==> config.mk <==
export PLATFORM = sky130hd
export DESIGN_NAME = sigmoidTop
export DESIGN_NICKNAME = d
export VERILOG_FILES = /design/src/hdl/sigmoidFmtPkg.sv /design/src/hdl/sigmoidCoefPkg.sv /design/src/hdl/sigmoidTop.sv /design/src/hdl/sigmoidOutputFormat.sv /design/src/hdl/sigmoidSlopeIntercept.sv /design/src/hdl/sigmoidSegmentCoef.sv /design/src/hdl/sigmoidRangeReduce.sv
export SDC_FILE = /design/constraint.sdc
export NUM_CORES = 1
export LEC_CHECK = 0
export ABC_AREA = 1
export ABC_CLOCK_PERIOD_IN_PS = 1600
export BUFFER_PORTS_ARGS = -buffer_cell sky130_fd_sc_hd__buf_2
export CAP_MARGIN = 5
export CORE_UTILIZATION = 54
export CTS_BUF_LIST = sky130_fd_sc_hd__clkbuf_2
export DETAILED_ROUTE_END_ITERATION = 7
export PLACE_DENSITY_LB_ADDON = 0.15
export SLEW_MARGIN = 10
export SYNTH_ARGS = -nofsm -noshare
export SYNTH_HDL_FRONTEND = slang
export SYNTH_SLANG_ARGS = --single-unit
==> constraint.sdc <==
create_clock -name clk -period 1.6 [get_ports clk]
set_input_delay 0.32 -clock clk [delete_from_list [all_inputs] [get_ports clk]]
set_output_delay 0.32 -clock clk [all_outputs]
set_load 0.005 [all_outputs]
==> src/hdl/sigmoidFmtPkg.sv <==
package sigmoidFmtPkg;

	// two's complement input sample
	typedef logic signed [7:0] sampleT;

	// magnitude, top bit only set for -128
	typedef logic [7:0] magT;

	// segment index taken from magnitude bits 6..4
	typedef logic [2:0] segT;

	// position inside a segment, magnitude bits 3..0
	typedef logic [3:0] offsetT;

	// per-segment slope
	typedef logic [3:0] slopeT;

	// sum of two adjacent partial products
	typedef logic [5:0] partT;

	// full slope x offset product
	typedef logic [7:0] productT;

	// per-segment intercept
	typedef logic [9:0] interceptT;

	// slope x offset + intercept
	typedef logic [9:0] lineT;

	// packed output word
	typedef logic [15:0] wordT;

	// fixed result for -128
	localparam wordT SPECIAL_WORD = 16'h024D;

	// bits 1..0 of every ordinary word
	localparam logic [1:0] LOW_TAG = 2'b11;

endpackage
==> src/hdl/sigmoidCoefPkg.sv <==
package sigmoidCoefPkg;

	// slope per segment, steepest near zero
	localparam sigmoidFmtPkg::slopeT SLOPE_TABLE [8] = '{
		4'hF,
		4'hE,
		4'hB,
		4'h8,
		4'h6,
		4'h4,
		4'h2,
		4'h1
	};

	// intercept per segment
	localparam sigmoidFmtPkg::interceptT INTERCEPT_TABLE [8] = '{
		10'h003,
		10'h0FD,
		10'h1DE,
		10'h28F,
		10'h30B,
		10'h364,
		10'h3A2,
		10'h3C8
	};

	// edges from input strobe to output strobe
	localparam int PIPE_DEPTH = 6;

endpackage

==> src/hdl/sigmoidTop.sv <==
`timescale 1ns/1ps

module sigmoidTop (
	input  logic                   clk,
	input  logic                   i_rst,
	input  logic                   i_in_valid,
	input  sigmoidFmtPkg::sampleT  i_x,
	output sigmoidFmtPkg::wordT    o_y,
	output logic                   o_out_valid
);
	import sigmoidFmtPkg::*;

	// stage 2 view of the sample
	logic   s2Valid;
	logic   s2Sign;
	logic   s2Special;
	segT    s2Seg;
	offsetT s2Offset;

	slopeT     slope;
	interceptT intercept;
	lineT      line;

	sigmoidRangeReduce rangeReduce (
		.clk       (clk),
		.i_rst     (i_rst),
		.i_inValid (i_in_valid),
		.i_x       (i_x),
		.o_valid   (s2Valid),
		.o_sign    (s2Sign),
		.o_special (s2Special),
		.o_seg     (s2Seg),
		.o_offset  (s2Offset)
	);

	sigmoidSegmentCoef segmentCoef (
		.clk         (clk),
		.i_rst       (i_rst),
		.i_seg       (s2Seg),
		.o_slope     (slope),
		.o_intercept (intercept)
	);

	// stages 2 to 4
	sigmoidSlopeIntercept slopeIntercept (
		.clk         (clk),
		.i_rst       (i_rst),
		.i_slope     (slope),
		.i_offset    (s2Offset),
		.i_intercept (intercept),
		.o_line      (line)
	);

	sigmoidOutputFormat outputFormat (
		.clk        (clk),
		.i_rst      (i_rst),
		.i_valid    (s2Valid),
		.i_sign     (s2Sign),
		.i_special  (s2Special),
		.i_line     (line),
		.o_y        (o_y),
		.o_outValid (o_out_valid)
	);

endmodule

==> src/hdl/sigmoidOutputFormat.sv <==
`timescale 1ns/1ps

module sigmoidOutputFormat (
	input  logic                 clk,
	input  logic                 i_rst,
	input  logic                 i_valid,
	input  logic                 i_sign,
	input  logic                 i_special,
	input  sigmoidFmtPkg::lineT  i_line,
	output sigmoidFmtPkg::wordT  o_y,
	output logic                 o_outValid
);
	import sigmoidFmtPkg::*;
	import sigmoidCoefPkg::*;

	// range reduction takes two edges and the output register one
	localparam int ALIGN_DEPTH = PIPE_DEPTH - 3;

	logic [ALIGN_DEPTH-1:0] validPipe;
	logic [ALIGN_DEPTH-1:0] signPipe;
	logic [ALIGN_DEPTH-1:0] specialPipe;

	logic alignedSign;
	wordT normalWord;
	wordT word;

	// sideband delay matching the multiply-add
	always_ff @(posedge clk) begin
		if (i_rst) begin
			validPipe <= '0;
			signPipe <= '0;
			specialPipe <= '0;
		end else begin
			validPipe <= {validPipe[ALIGN_DEPTH-2:0], i_valid};
			signPipe <= {signPipe[ALIGN_DEPTH-2:0], i_sign};
			specialPipe <= {specialPipe[ALIGN_DEPTH-2:0], i_special};
		end
	end

	assign alignedSign = signPipe[ALIGN_DEPTH-1];

	// negative side mirrors the value field by inversion
	assign normalWord = {1'b0, {1'b1, i_line} ^ {11{alignedSign}}, alignedSign, 1'b0, LOW_TAG};

	assign word = specialPipe[ALIGN_DEPTH-1] ? SPECIAL_WORD : normalWord;

	// output edge
	always_ff @(posedge clk) begin
		if (i_rst) begin
			o_y <= '0;
			o_outValid <= 1'b0;
		end else begin
			// word loads only with a valid result
			if (validPipe[ALIGN_DEPTH-1]) begin
				o_y <= word;
			end
			o_outValid <= validPipe[ALIGN_DEPTH-1];
		end
	end

endmodule

==> src/hdl/sigmoidSlopeIntercept.sv <==
`timescale 1ns/1ps

module sigmoidSlopeIntercept (
	input  logic                      clk,
	input  logic                      i_rst,
	input  sigmoidFmtPkg::slopeT      i_slope,
	input  sigmoidFmtPkg::offsetT     i_offset,
	input  sigmoidFmtPkg::interceptT  i_intercept,
	output sigmoidFmtPkg::lineT       o_line
);
	import sigmoidFmtPkg::*;

	offsetT  pp [4];
	partT    sum01;
	partT    sum23;
	partT    sum01D23;
	partT    sum23D23;
	productT product;
	productT productD34;
	lineT    line;

	// one partial product per slope bit
	always_comb begin
		for (int k = 0; k < 4; k++) begin
			pp[k] = i_offset & {4{i_slope[k]}};
		end
	end

	// pair the partial products, odd one shifted by one
	assign sum01 = partT'(pp[0]) + partT'({pp[1], 1'b0});
	assign sum23 = partT'(pp[2]) + partT'({pp[3], 1'b0});

	// stage 2 -> 3
	always_ff @(posedge clk) begin
		if (i_rst) begin
			sum01D23 <= '0;
			sum23D23 <= '0;
		end else begin
			sum01D23 <= sum01;
			sum23D23 <= sum23;
		end
	end

	// upper pair carries weight four
	assign product = productT'(sum01D23) + productT'({sum23D23, 2'b00});

	// stage 3 -> 4
	always_ff @(posedge clk) begin
		if (i_rst) begin
			productD34 <= '0;
		end else begin
			productD34 <= product;
		end
	end

	// table keeps the sum inside 10 bits
	assign line = lineT'(productD34) + i_intercept;

	// stage 4 -> 5
	always_ff @(posedge clk) begin
		if (i_rst) begin
			o_line <= '0;
		end else begin
			o_line <= line;
		end
	end

endmodule

==> src/hdl/sigmoidSegmentCoef.sv <==
`timescale 1ns/1ps

module sigmoidSegmentCoef (
	input  logic                      clk,
	input  logic                      i_rst,
	input  sigmoidFmtPkg::segT        i_seg,
	output sigmoidFmtPkg::slopeT      o_slope,
	output sigmoidFmtPkg::interceptT  o_intercept
);
	import sigmoidFmtPkg::*;
	import sigmoidCoefPkg::*;

	segT segD23;

	// slope is needed right away by the partial products
	assign o_slope = SLOPE_TABLE[i_seg];

	// segment rides along with the partial sums
	always_ff @(posedge clk) begin
		if (i_rst) begin
			segD23 <= '0;
		end else begin
			segD23 <= i_seg;
		end
	end

	// intercept lookup one stage later
	// lands beside the registered product
	always_ff @(posedge clk) begin
		if (i_rst) begin
			o_intercept <= '0;
		end else begin
			o_intercept <= INTERCEPT_TABLE[segD23];
		end
	end

endmodule

==> src/hdl/sigmoidRangeReduce.sv <==
`timescale 1ns/1ps

module sigmoidRangeReduce (
	input  logic                   clk,
	input  logic                   i_rst,
	input  logic                   i_inValid,
	input  sigmoidFmtPkg::sampleT  i_x,
	output logic                   o_valid,
	output logic                   o_sign,
	output logic                   o_special,
	output sigmoidFmtPkg::segT     o_seg,
	output sigmoidFmtPkg::offsetT  o_offset
);
	import sigmoidFmtPkg::*;

	magT    negX;
	logic   validD01;
	sampleT xD01;
	magT    negXD01;

	logic sign;
	magT  mag;
	logic special;

	// negation formed ahead of the first register
	assign negX = magT'(-i_x);

	// stage 0 -> 1
	always_ff @(posedge clk) begin
		if (i_rst) begin
			validD01 <= 1'b0;
			xD01 <= '0;
			negXD01 <= '0;
		end else begin
			validD01 <= i_inValid;
			xD01 <= i_x;
			negXD01 <= negX;
		end
	end

	// pick magnitude by sign
	assign sign = xD01[7];
	assign mag = sign ? negXD01 : magT'(xD01);

	// only -128 keeps bit 7 after negation
	assign special = sign & mag[7];

	// stage 1 -> 2
	always_ff @(posedge clk) begin
		if (i_rst) begin
			o_valid <= 1'b0;
			o_sign <= 1'b0;
			o_special <= 1'b0;
			o_seg <= '0;
			o_offset <= '0;
		end else begin
			o_valid <= validD01;
			o_sign <= sign;
			o_special <= special;
			o_seg <= mag[6:4];
			o_offset <= mag[3:0];
		end
	end

endmodule

After elaboration in Yosys (flattened, before gate mapping)

Memories as Yosys holds them, arrays and structs flattened. A register that Yosys moved wholly into a read port is not among the register bits.
Index checks and enable logic that the tools add are counted.

Add/sub/neg operators: 5
$mul: 0
Divide/modulo/power cells: 0
Order comparisons: 1
Eq/ne operators: 0
Shift operators: 0
Mux-type cells: 4
Bitwise logic cells: 8
Reductions and logical operators: 0

Operators by type and width:

| operator                                                 | count |
|---|---|
| bitwise AND 4 bit                                        | 4 |
| two-way mux 15 bit                                       | 1 |
| adder 4 x 5 -> 6 bit                                     | 2 |
| XOR 11 bit                                               | 1 |
| adder 8 x 10 -> 10 bit                                   | 1 |
| adder 6 x 8 -> 8 bit                                     | 1 |
| two-way mux 4 bit                                        | 2 |
| two-way mux 8 bit                                        | 1 |
| negation 8 bit                                           | 1 |
| inverter 3 -> 4 bit                                      | 2 |
| greater-or-equal comparator 4 bit, second input constant | 1 |
| bitwise AND 1 bit                                        | 1 |

Bits in registers: 86
Bits in latches: 0
RAM bits: 0
ROM bits: 112
Input bits: 11
Output and inout bits: 17
Word-level logic and storage cells: 38
Memories kept: 2

Memory list:

| memory           | depth | width | read ports | clocked after Yosys merged registers in | wr ports | line                     | RTL |
|---|---|---|---|---|---|---|---|
| (name not given) | 8     | 10    | 1          | 1                                       | 0        | sigmoidSegmentCoef.sv:33 | `o_intercept <= INTERCEPT_TABLE[segD23];` |
| (name not given) | 8     | 4     | 1          | 0                                       | 0        | sigmoidSegmentCoef.sv:16 | `assign o_slope = SLOPE_TABLE[i_seg];` |

Depth between registers and ports, before layout

Gate-level depths: netlist of run 1.

Word-level depth: 6
Depth in mapped cells: 10
Depth with buffers taken out: 10

Hierarchy

From an unflattened synthesis of run 1, not the netlist that was laid out.

Cell total of the unflattened synthesis: 531
Area total of the unflattened synthesis: 4115.2 um^2

Modules (own cells, without submodules):

| module                | instances | cells each | area an instance (um^2) | sequential area each (um^2) |
|---|---|---|---|---|
| sigmoidSlopeIntercept | 1         | 232        | 1685.4                  | 600.6 |
| sigmoidOutputFormat   | 1         | 132        | 1007.2                  | 500.5 |
| sigmoidRangeReduce    | 1         | 106        | 874.6                   | 520.5 |
| sigmoidSegmentCoef    | 1         | 61         | 548.0                   | 260.2 |

Worst setup path after synthesis of run 1

Ideal clock, no wire load.

Path kind: reg2reg
Start point: reg rangeReduce.o_seg[0]
End point: reg slopeIntercept.sum01D23[3]
Library setup time: 0.119 ns
Arrival time: 1.534 ns
Slack: -0.053 ns
Stages on the path, launching flop included: 8
Clock period less this slack: 1.653 ns
Cells stage by stage: dfxtp_1 inv_1 o21ai_0 nor2_1 ha_1 fa_1 o21ai_0 a21oi_1

Cells in the longest elaborated chain, start to end: 6
Elaborated cells on any way between the ends: 7
Those cells by class: add/sub: 1; mux: 2; bitwise: 3; memory: 1

Ends and longest elaborated chain:

| what                                                     | line                        | RTL |
|---|---|---|
| start: declaration                                       | sigmoidRangeReduce.sv:11    | `output sigmoidFmtPkg::segT o_seg,` |
| start signal: assignment                                 | sigmoidRangeReduce.sv:60    | `o_seg <= mag[6:4];` |
| inverter 3 -> 4 bit (implied by the code) (*)            | sigmoidSegmentCoef.sv:16    |  |
| memory (8 x 4 bit) (*)                                   | n/a                         |  |
| two-way mux 4 bit (implied by the code) (*) (2 in a row) | sigmoidSegmentCoef.sv:16    |  |
| bitwise AND 4 bit                                        | sigmoidSlopeIntercept.sv:25 | `pp[k] = i_offset & {4{i_slope[k]}};` |
| adder 4 x 5 -> 6 bit (*)                                 | sigmoidSlopeIntercept.sv:30 | `assign sum01 = partT'(pp[0]) + partT'({pp[1], 1'b0});` |
| end signal: assignment                                   | sigmoidSlopeIntercept.sv:39 | `sum01D23 <= sum01;` |
| end: declaration                                         | sigmoidSlopeIntercept.sv:16 | `partT sum01D23;` |

Every way passes the cells marked *; elsewhere a longest branch is shown, timed or not. The select of a mux whose other input is x is not followed.
A chain may end at the register's enable or synchronous reset.

Worst setup path in the final report of run 1

Start point: reg rangeReduce.o_seg[2]
End point: reg slopeIntercept.sum01D23[2]

Cells in the longest elaborated chain, start to end: 6
Elaborated cells on any way between the ends: 7
Those cells by class: add/sub: 1; mux: 2; bitwise: 3; memory: 1

Ends and longest elaborated chain:

| what                                                     | line                        | RTL |
|---|---|---|
| inverter 3 -> 4 bit (implied by the code) (*)            | sigmoidSegmentCoef.sv:16    |  |
| memory (8 x 4 bit) (*)                                   | n/a                         |  |
| two-way mux 4 bit (implied by the code) (*) (2 in a row) | sigmoidSegmentCoef.sv:16    |  |
| bitwise AND 4 bit                                        | sigmoidSlopeIntercept.sv:25 |  |
| adder 4 x 5 -> 6 bit (*)                                 | sigmoidSlopeIntercept.sv:30 |  |
| named net slopeIntercept.sum01[2]                        | sigmoidSlopeIntercept.sv:14 | `partT sum01;` |

Mark *: on every way through the listed nets, which the timed path passes. The rest lies on a longest branch. The select of a mux whose other input is x is not followed.

==> flow_metrics.py, run 1 <==
metrics = {
    "timing": {
        "max_freq_mhz": 602,
        "rsz0062_at_grt": "yes",
        "holdWs_ns": 0.198,
        "hold_viol_final": 0,
        "setup_ws_ns": -0.0608,
        "finalSetupViolations": 4,
        "maxSlewViolCount": 0,
        "fin_crit_ns": 1.66,
        "skew_ns": 0.0342,
        "fin_crit_sh": 1.04,
    },
    "outcome": {
        "failed_checks": "setup timing",
        "status": "complete, but fails checks",
    },
    "layout": {
        "layout.nets": 569,
        "diodes": 0,
        "drive_above_1_share": 0.196,
        "layoutNonFillerInstCount": 631,
        "syn_to_final_growth_pct": 16.4,
        "fin_area_sq_um": 4490,
    },
    "hold_path": {
        "min_path_type": "in2reg",
    },
    "logic_synthesis": {
        "synth-seq-area-share": 0.488,
        "ys.warnings.count": 0,
        "syn-num-nets": 520,
        "synthCells": 481,
        "avgSynthCellArea_sq_um": 8.02,
        "synth.distinct_cells": 31,
        "synth.ff_latch_count": 94,
        "synth.cell_area_sq_um": 3860,
    },
    "setup_path": {
        "cp_max_fo": 4,
        "cp-start-kind": "flip-flop",
        "required_ns": 2.10,
        "worstPathArrival_ns": 2.16,
        "end_kind": "flip-flop",
        "critical_path_class": "reg2reg",
        "reg2reg_slack_ns": -0.06,
    },
    "route": {
        "wl_met2_um": 3640,
        "drt_pass1_iterations": 5,
        "antenna_left": 0,
        "wl_um": 6990,
        "wl_per_cell_um": 11.1,
        "dr_wl_met3_um": 163,
        "drtIter0Drc": 90,
        "wl_met1_um": 3070,
        "drc": 0,
        "vias": 3042,
        "vias_per_cell": 4.82,
        "highest_layer": "met4",
    },
    "power_and_ir_drop": {
        "leakage_nw": 2.09,
        "peakVddDrop_uv": 749,
        "p_per_area_nw_per_um2": 906,
    },
    "global_routing": {
        "gr-total-overflow": 0,
        "grt_pass1_vias": 2969,
        "grtUsageTotal": 0.204,
        "grt_pass1_wl_um": 12000,
        "grt_max_degree": 61,
        "antenna_found_initial": 0,
    },
    "clock_network": {
        "max-clock-path-buffers": 2,
        "cts_num_sinks": 94,
        "clock_latency_ns": 0.56,
        "clkTransAtPathRegs_ns": 0.29,
        "cts_tree": "yes",
        "root_buffer": "clkbuf_2",
        "cts_made_buffers": 9,
        "h-tree-depth": 3,
    },
    "place": {
        "dp_hpwl_um": 4730,
        "gp_congestion": 0.854,
        "dpl_cell_area_sq_um": 4130,
        "place_inst": 599,
        "portBuffers": 26,
    },
    "floorplan": {
        "ios": 28,
        "row_count": 30,
        "chipHeight_um": 86.5,
        "dieWidth_um": 86.5,
        "core_sq_um": 6830,
        "start_util": 0.565,
        "floorplan.die_area_sq_um": 7490,
    },
    "run": {
        "maxCapViolCount": 0,
    },
}
-- critical path: stages (launching register included) --
cell,delay [ns]
dfxtp_4,0.44
buf_6,0.10
o21ai_2,0.05
o21ai_2,0.10
nor2_1,0.08
ha_2,0.20
fa_2,0.57
inv_2,0.03
nor2_1,0.06
-- per-layer routing --
metal,vias to the layer above,GRT usage
li1,1615,-
met1,1386,0.220
met5,-,0
met2,31,0.386
met3,10,0.0467
met4,0,0.0803
-- flip-flops by register name, indices dropped and copies added, names as in the netlist, 4 cells and up --
register,flops
slopeIntercept.productD34,8
slopeIntercept.o_line,10
rangeReduce.xD01,7
outputFormat.o_y,15
rangeReduce.o_offset,4
slopeIntercept.sum01D23,6
segmentCoef.o_intercept,10
rangeReduce.negXD01,8
slopeIntercept.sum23D23,6
-- timing repair --
action	in CTS	in global routing
endpoints found under the setup margin	4	12
resized for setup	12	25
pin swaps	8	8
hold buffers	9	0
gates cloned	0	0
setup buffers	6	1
endpoints found under the hold margin	14	0
-- cell usage after synthesis --
cell type | number | area [sq um]
a21oi_1 | 37 | 185
a21oi_2 | 9 | 78.8
a211oi_1 | 1 | 7.51
a31oi_1 | 1 | 6.26
nor2_1 | 98 | 368
inv_2 | 3 | 11.3
xor2_1 | 1 | 8.76
o21ai_1 | 10 | 50.1
nand4_1 | 3 | 18.8
clkbuf_2 | 1 | 5.00
conb_1 | 1 | 3.75
o21a_1 | 1 | 7.51
nor2_4 | 1 | 11.3
a21boi_0 | 1 | 7.51
or2_2 | 2 | 12.5
and2_4 | 1 | 8.76
o21ai_0 | 28 | 140
nor3_1 | 3 | 15.0
buf_4 | 1 | 7.51
a21o_1 | 6 | 45.0
nand3_1 | 12 | 60.1
nor4_1 | 1 | 6.26
ha_1 | 24 | 300
buf_6 | 1 | 11.3
buf_2 | 4 | 20.0
dfxtp_1 | 94 | 1880
fa_1 | 4 | 80.1
or2_1 | 2 | 12.5
nand2_1 | 55 | 206
clkbuf_1 | 7 | 26.3
inv_1 | 68 | 255
-- area by class of cell --
cell class | count | area, sq um
fill | 617 | 2340
tap | 96 | 120
clock inverter | 7 | 76.3
multi-input combinational | 302 | 1730
timing repair buffer | 52 | 364
sequential | 94 | 1890
clock buffer | 9 | 45.0
inverter | 71 | 267
-- final timing paths --
| check | startpoint | to | depth (start not counted) |
|---|---|---|---|
| setup / recovery | rangeReduce.o_seg[2] | slopeIntercept.sum01D23[2] | 8 |
| hold / removal | i_rst | rangeReduce.o_valid | 3 |
| setup reg to reg | rangeReduce.o_seg[2] | slopeIntercept.sum01D23[2] | 8 |
| hold reg to reg | slopeIntercept.sum01D23[0] | slopeIntercept.productD34[0] | 2 |
-- logic make-up after synthesis --
group                    count (synthesis)  share of synthesized area
AND/OR/NAND/NOR                        178                      0.186
AO/OA/AOI/OAI                           94                      0.137
flip-flops                              94                      0.488
buffers and inverters                   85                     0.0872
adder cells (fa/ha/maj)                 28                     0.0986
XOR/XNOR                                 1                    0.00227
other                                    1                   0.000972
-- placed cells by master (no fill, tap or decap), drive strengths merged, types with 12 or more instances in the layout --
cell   instances
a21oi         46
inv           75
dfxtp         94
nand2         55
nand3         12
o21ai         38
ha            24
nor2          99
buf           43
-- per-stage QoR --
step,setup TNS (ns),util,setup slack [ns],power (mW)
floorplan,0,-,0.00709,2.79
global placement,0,0.605,0.00404,2.89
detailed placement,-0.151,0.605,-0.0422,2.90
CTS,-0.0162,0.646,-0.0121,4.09
global route,-0.415,0.658,-0.102,4.28
finish,-0.165,0.658,-0.0608,4.07
-- report_power, final --
group          switching (mW)  internal, mW  total [mW]
Sequential             0.0480          2.45        2.50
Clock                   0.880         0.268        1.15
Combinational           0.248         0.174       0.422
Total                    1.18          2.89        4.07
Note: power is estimated with default switching activity, not from simulation.
==> inputs of run 2 (changes only) <==
--- a/config.mk
+++ b/config.mk
@@ -16,4 +16,5 @@
 export SLEW_MARGIN = 10
 export SYNTH_ARGS = -nofsm -noshare
 export SYNTH_HDL_FRONTEND = slang
+export SYNTH_HIERARCHICAL = 1
 export SYNTH_SLANG_ARGS = --single-unit
==> run 2 against run 1 <==
  * The run now ends clean
  * Maximum frequency is 4.8% higher
  * Area after synthesis up 6.6%
  * Clock power increased by 28%
  * First-iteration DRC count fell by 23%
  * Sequential cell count did not move
  * Via count increased by 4.9%
  * Routed wire length increased by 5.1%
  * Die area is 6.5% higher
  * Register-to-register slack better by 0.08 ns
  * Cell count up 7.4%
  * Sequential share of layout area shrank 2.4 points
  * Highest routed layer unchanged
==> flow_metrics.py, run 2 <==
metrics = {
    "timing": {
        "rsz0062_at_grt": "yes",
        "holdWs_ns": 0.0464,
        "setup_ws_ns": 0.0147,
        "finalSetupViolations": 0,
        "skew_ns": 0.0305,
        "fin_crit_sh": 0.991,
        "slew_headroom": 0.637,
        "tightest_slew_ns": 0.544,
        "fin_crit_ns": 1.59,
        "hold_viol_final": 0,
        "max_freq_mhz": 631,
        "maxSlewViolCount": 0,
    },
    "layout": {
        "largest_register_ffs": 15,
        "final_cell_mix": "94 x nand2_1, 88 x dfxtp_1, 85 x nor2_1, 83 x inv_1, 26 x buf_2",
        "largest-register": "outputFormat/o_y",
        "mostFrequentLayoutCell": "nand2_1",
        "drive_above_1_share": 0.226,
        "layout.nets": 613,
        "reg.largest.list": "outputFormat/o_y: 15 flops, segmentCoef/o_intercept: 10 flops, slopeIntercept/o_line: 10 flops",
        "fin_area_sq_um": 4780,
        "syn_to_final_growth_pct": 16.2,
        "diodes": 0,
        "nFillCells": 653,
    },
    "logic_synthesis": {
        "synth_common_cells": "97 x nand2_1, 94 x dfxtp_1, 91 x inv_1",
        "synth_xor_area_frac": 0,
        "synth.ff_latch_count": 94,
        "synth_edf_count": 0,
        "synth-seq-area-share": 0.457,
        "synthAdderAreaFrac": 0.0924,
        "netlist.top_cell.by_area": "dfxtp_1",
        "synthCells": 531,
        "async_flop_share": 0,
        "syn-num-nets": 570,
        "ys_top_cells_by_area": "dfxtp_1 46%, nand2_1 8.8%, inv_1 8.3%, nor2_1 7.8%, ha_1 7.3%",
        "ys.warnings.count": 6,
        "synth-main-ff-cell": "dfxtp_1",
        "synth.cell_area_sq_um": 4120,
        "synth.most_common_cell": "nand2_1",
        "avgSynthCellArea_sq_um": 7.75,
        "synthMuxAreaShare": 0,
        "synth_top_area_share": 0.457,
        "synth_compound_area_frac": 0.0924,
        "synth.distinct_cells": 31,
        "synth_simple_gate_area_share": 0.246,
        "synth_top_family_by_area": "simple AND/OR/NAND/NOR gates",
    },
    "route": {
        "wl_um": 7350,
        "antenna_left": 0,
        "wl_per_cell_um": 10.8,
        "vias_per_cell": 4.71,
        "vias": 3190,
        "drt_pass1_iterations": 4,
        "drc": 0,
        "drtIter0Drc": 69,
    },
    "floorplan": {
        "floorplan.die_area_sq_um": 7970,
        "row_count": 31,
        "core_sq_um": 7290,
        "chipHeight_um": 89.3,
        "start_util": 0.564,
        "dieWidth_um": 89.3,
        "ios": 28,
    },
    "clock_network": {
        "cts_tree": "yes",
        "h-tree-depth": 3,
        "root_buffer": "clkbuf_2",
        "cts_num_sinks": 94,
        "clkTransAtPathRegs_ns": 0.26,
        "clock_latency_ns": 0.54,
        "cts_made_buffers": 9,
        "max-clock-path-buffers": 2,
    },
    "setup_path": {
        "end_kind": "flip-flop",
        "cp-start-kind": "flip-flop",
        "worstPathArrival_ns": 2.04,
        "cp_max_fo": 4,
        "critical_path_class": "reg2reg",
        "required_ns": 2.06,
    },
    "global_routing": {
        "grtUsageTotal": 0.198,
        "grt_max_degree": 41,
        "grt_pass1_wl_um": 12000,
        "grt_pass1_vias": 2946,
        "antenna_found_initial": 0,
        "gr-total-overflow": 0,
    },
    "power_and_ir_drop": {
        "p_per_area_nw_per_um2": 928,
        "p_switching_mw": 1.12,
        "leakage_nw": 2.31,
        "power_frac_comb": 0.101,
        "seq_power_share": 0.567,
        "pwr-share-clk": 0.332,
        "switching_share": 0.252,
        "peakVddDrop_uv": 608,
        "p_int_mw": 3.32,
    },
    "place": {
        "dpl_cell_area_sq_um": 4370,
        "portBuffers": 26,
        "dpl_worst_slack_ns": -0.0706,
        "gp_congestion": 0.823,
        "dp_hpwl_um": 5190,
    },
    "outcome": {
        "status": "complete, no violations",
    },
    "run": {
        "maxCapViolCount": 0,
    },
    "hold_path": {
        "min_path_type": "in2reg",
    },
}
run 2: layout make-up:
| cell class | count | area, sq um | area share |
|---|---|---|---|
| multi-input cells | 325 | 1910 | 0.399 |
| clock inverters | 6 | 116 | 0.0243 |
| clock buffers | 10 | 50.0 | 0.0105 |
| flip-flops and latches | 94 | 1900 | 0.397 |
| repair buffers | 46 | 317 | 0.0662 |
| well taps | 99 | 124 | 0.0259 |
| inverters | 98 | 369 | 0.0772 |
run 2: kinds of logic (layout without fill, tap and decap cells):
family | count (synthesis) | after routing
DFF | 94 | 94
buffers and inverters | 112 | 160
AOI/OAI and AO/OA | 64 | 64
and+or+nand+nor | 232 | 232
other | 1 | 1
adders and majority gates | 28 | 28
run 2: path summary, 6_finish.rpt:
check / slack [ns] / cells past startpoint / from / to
worst max register to register: 0.01 / 8 / rangeReduce/o_seg[0] / slopeIntercept/sum01D23[2]
worst max-delay path: 0.01 / 8 / rangeReduce/o_seg[0] / slopeIntercept/sum01D23[2]
worst min-delay path: 0.05 / 3 / i_x[4] / rangeReduce/xD01[4]
worst min register to register: 0.42 / 2 / outputFormat/validPipe[1] / outputFormat/validPipe[2]
run 2: worst max-delay path: stages (launching register included):
cell,delay (ns)
dfxtp_4,0.45
nand3_4,0.07
o21ai_4,0.07
nand2_1,0.06
inv_1,0.05
ha_2,0.17
inv_2,0.04
fa_2,0.53
nor2_1,0.04
run 2: metal layers:
layer | vias up | part of all wire | routed length [um] | global-route usage
met5 | - | 0 | 0 | 0
met4 | 0 | 0.022 | 162 | 0.105
met3 | 15 | 0.023 | 168 | 0.0369
met2 | 45 | 0.54 | 3950 | 0.380
met1 | 1423 | 0.42 | 3070 | 0.202
li1 | 1707 | - | - | -
run 2: what timing repair did:
item,CTS,global route
hold endpoints to repair,10,1
setup buffers,0,2
pin swaps,0,18
endpoints found under the setup margin,5,11
hold buffers,7,1
resized for setup,9,41
run 2: per-stage QoR:
stage          TNS [ns]  power [mW]  utilization  cells
2_1_floorplan         0        2.84            -    531
3_3_place_gp          0        2.93        0.599    652
3_5_place_dp     -0.119        2.95        0.599    652
4_1_cts        -0.00844        4.44        0.634    675
5_1_grt          -0.332        4.65        0.656    678
6_report              0        4.44        0.656    678
run 2: power by group through the flow:
| stage | sequential, mW | combinational, mW | clock, mW |
|---|---|---|---|
| floorplan | 2.53 | 0.301 | 0 |
| global placement | 2.55 | 0.385 | 0 |
| detailed placement | 2.55 | 0.396 | 0 |
| CTS | 2.51 | 0.417 | 1.51 |
| global route | 2.53 | 0.515 | 1.60 |
| finish | 2.51 | 0.449 | 1.47 |
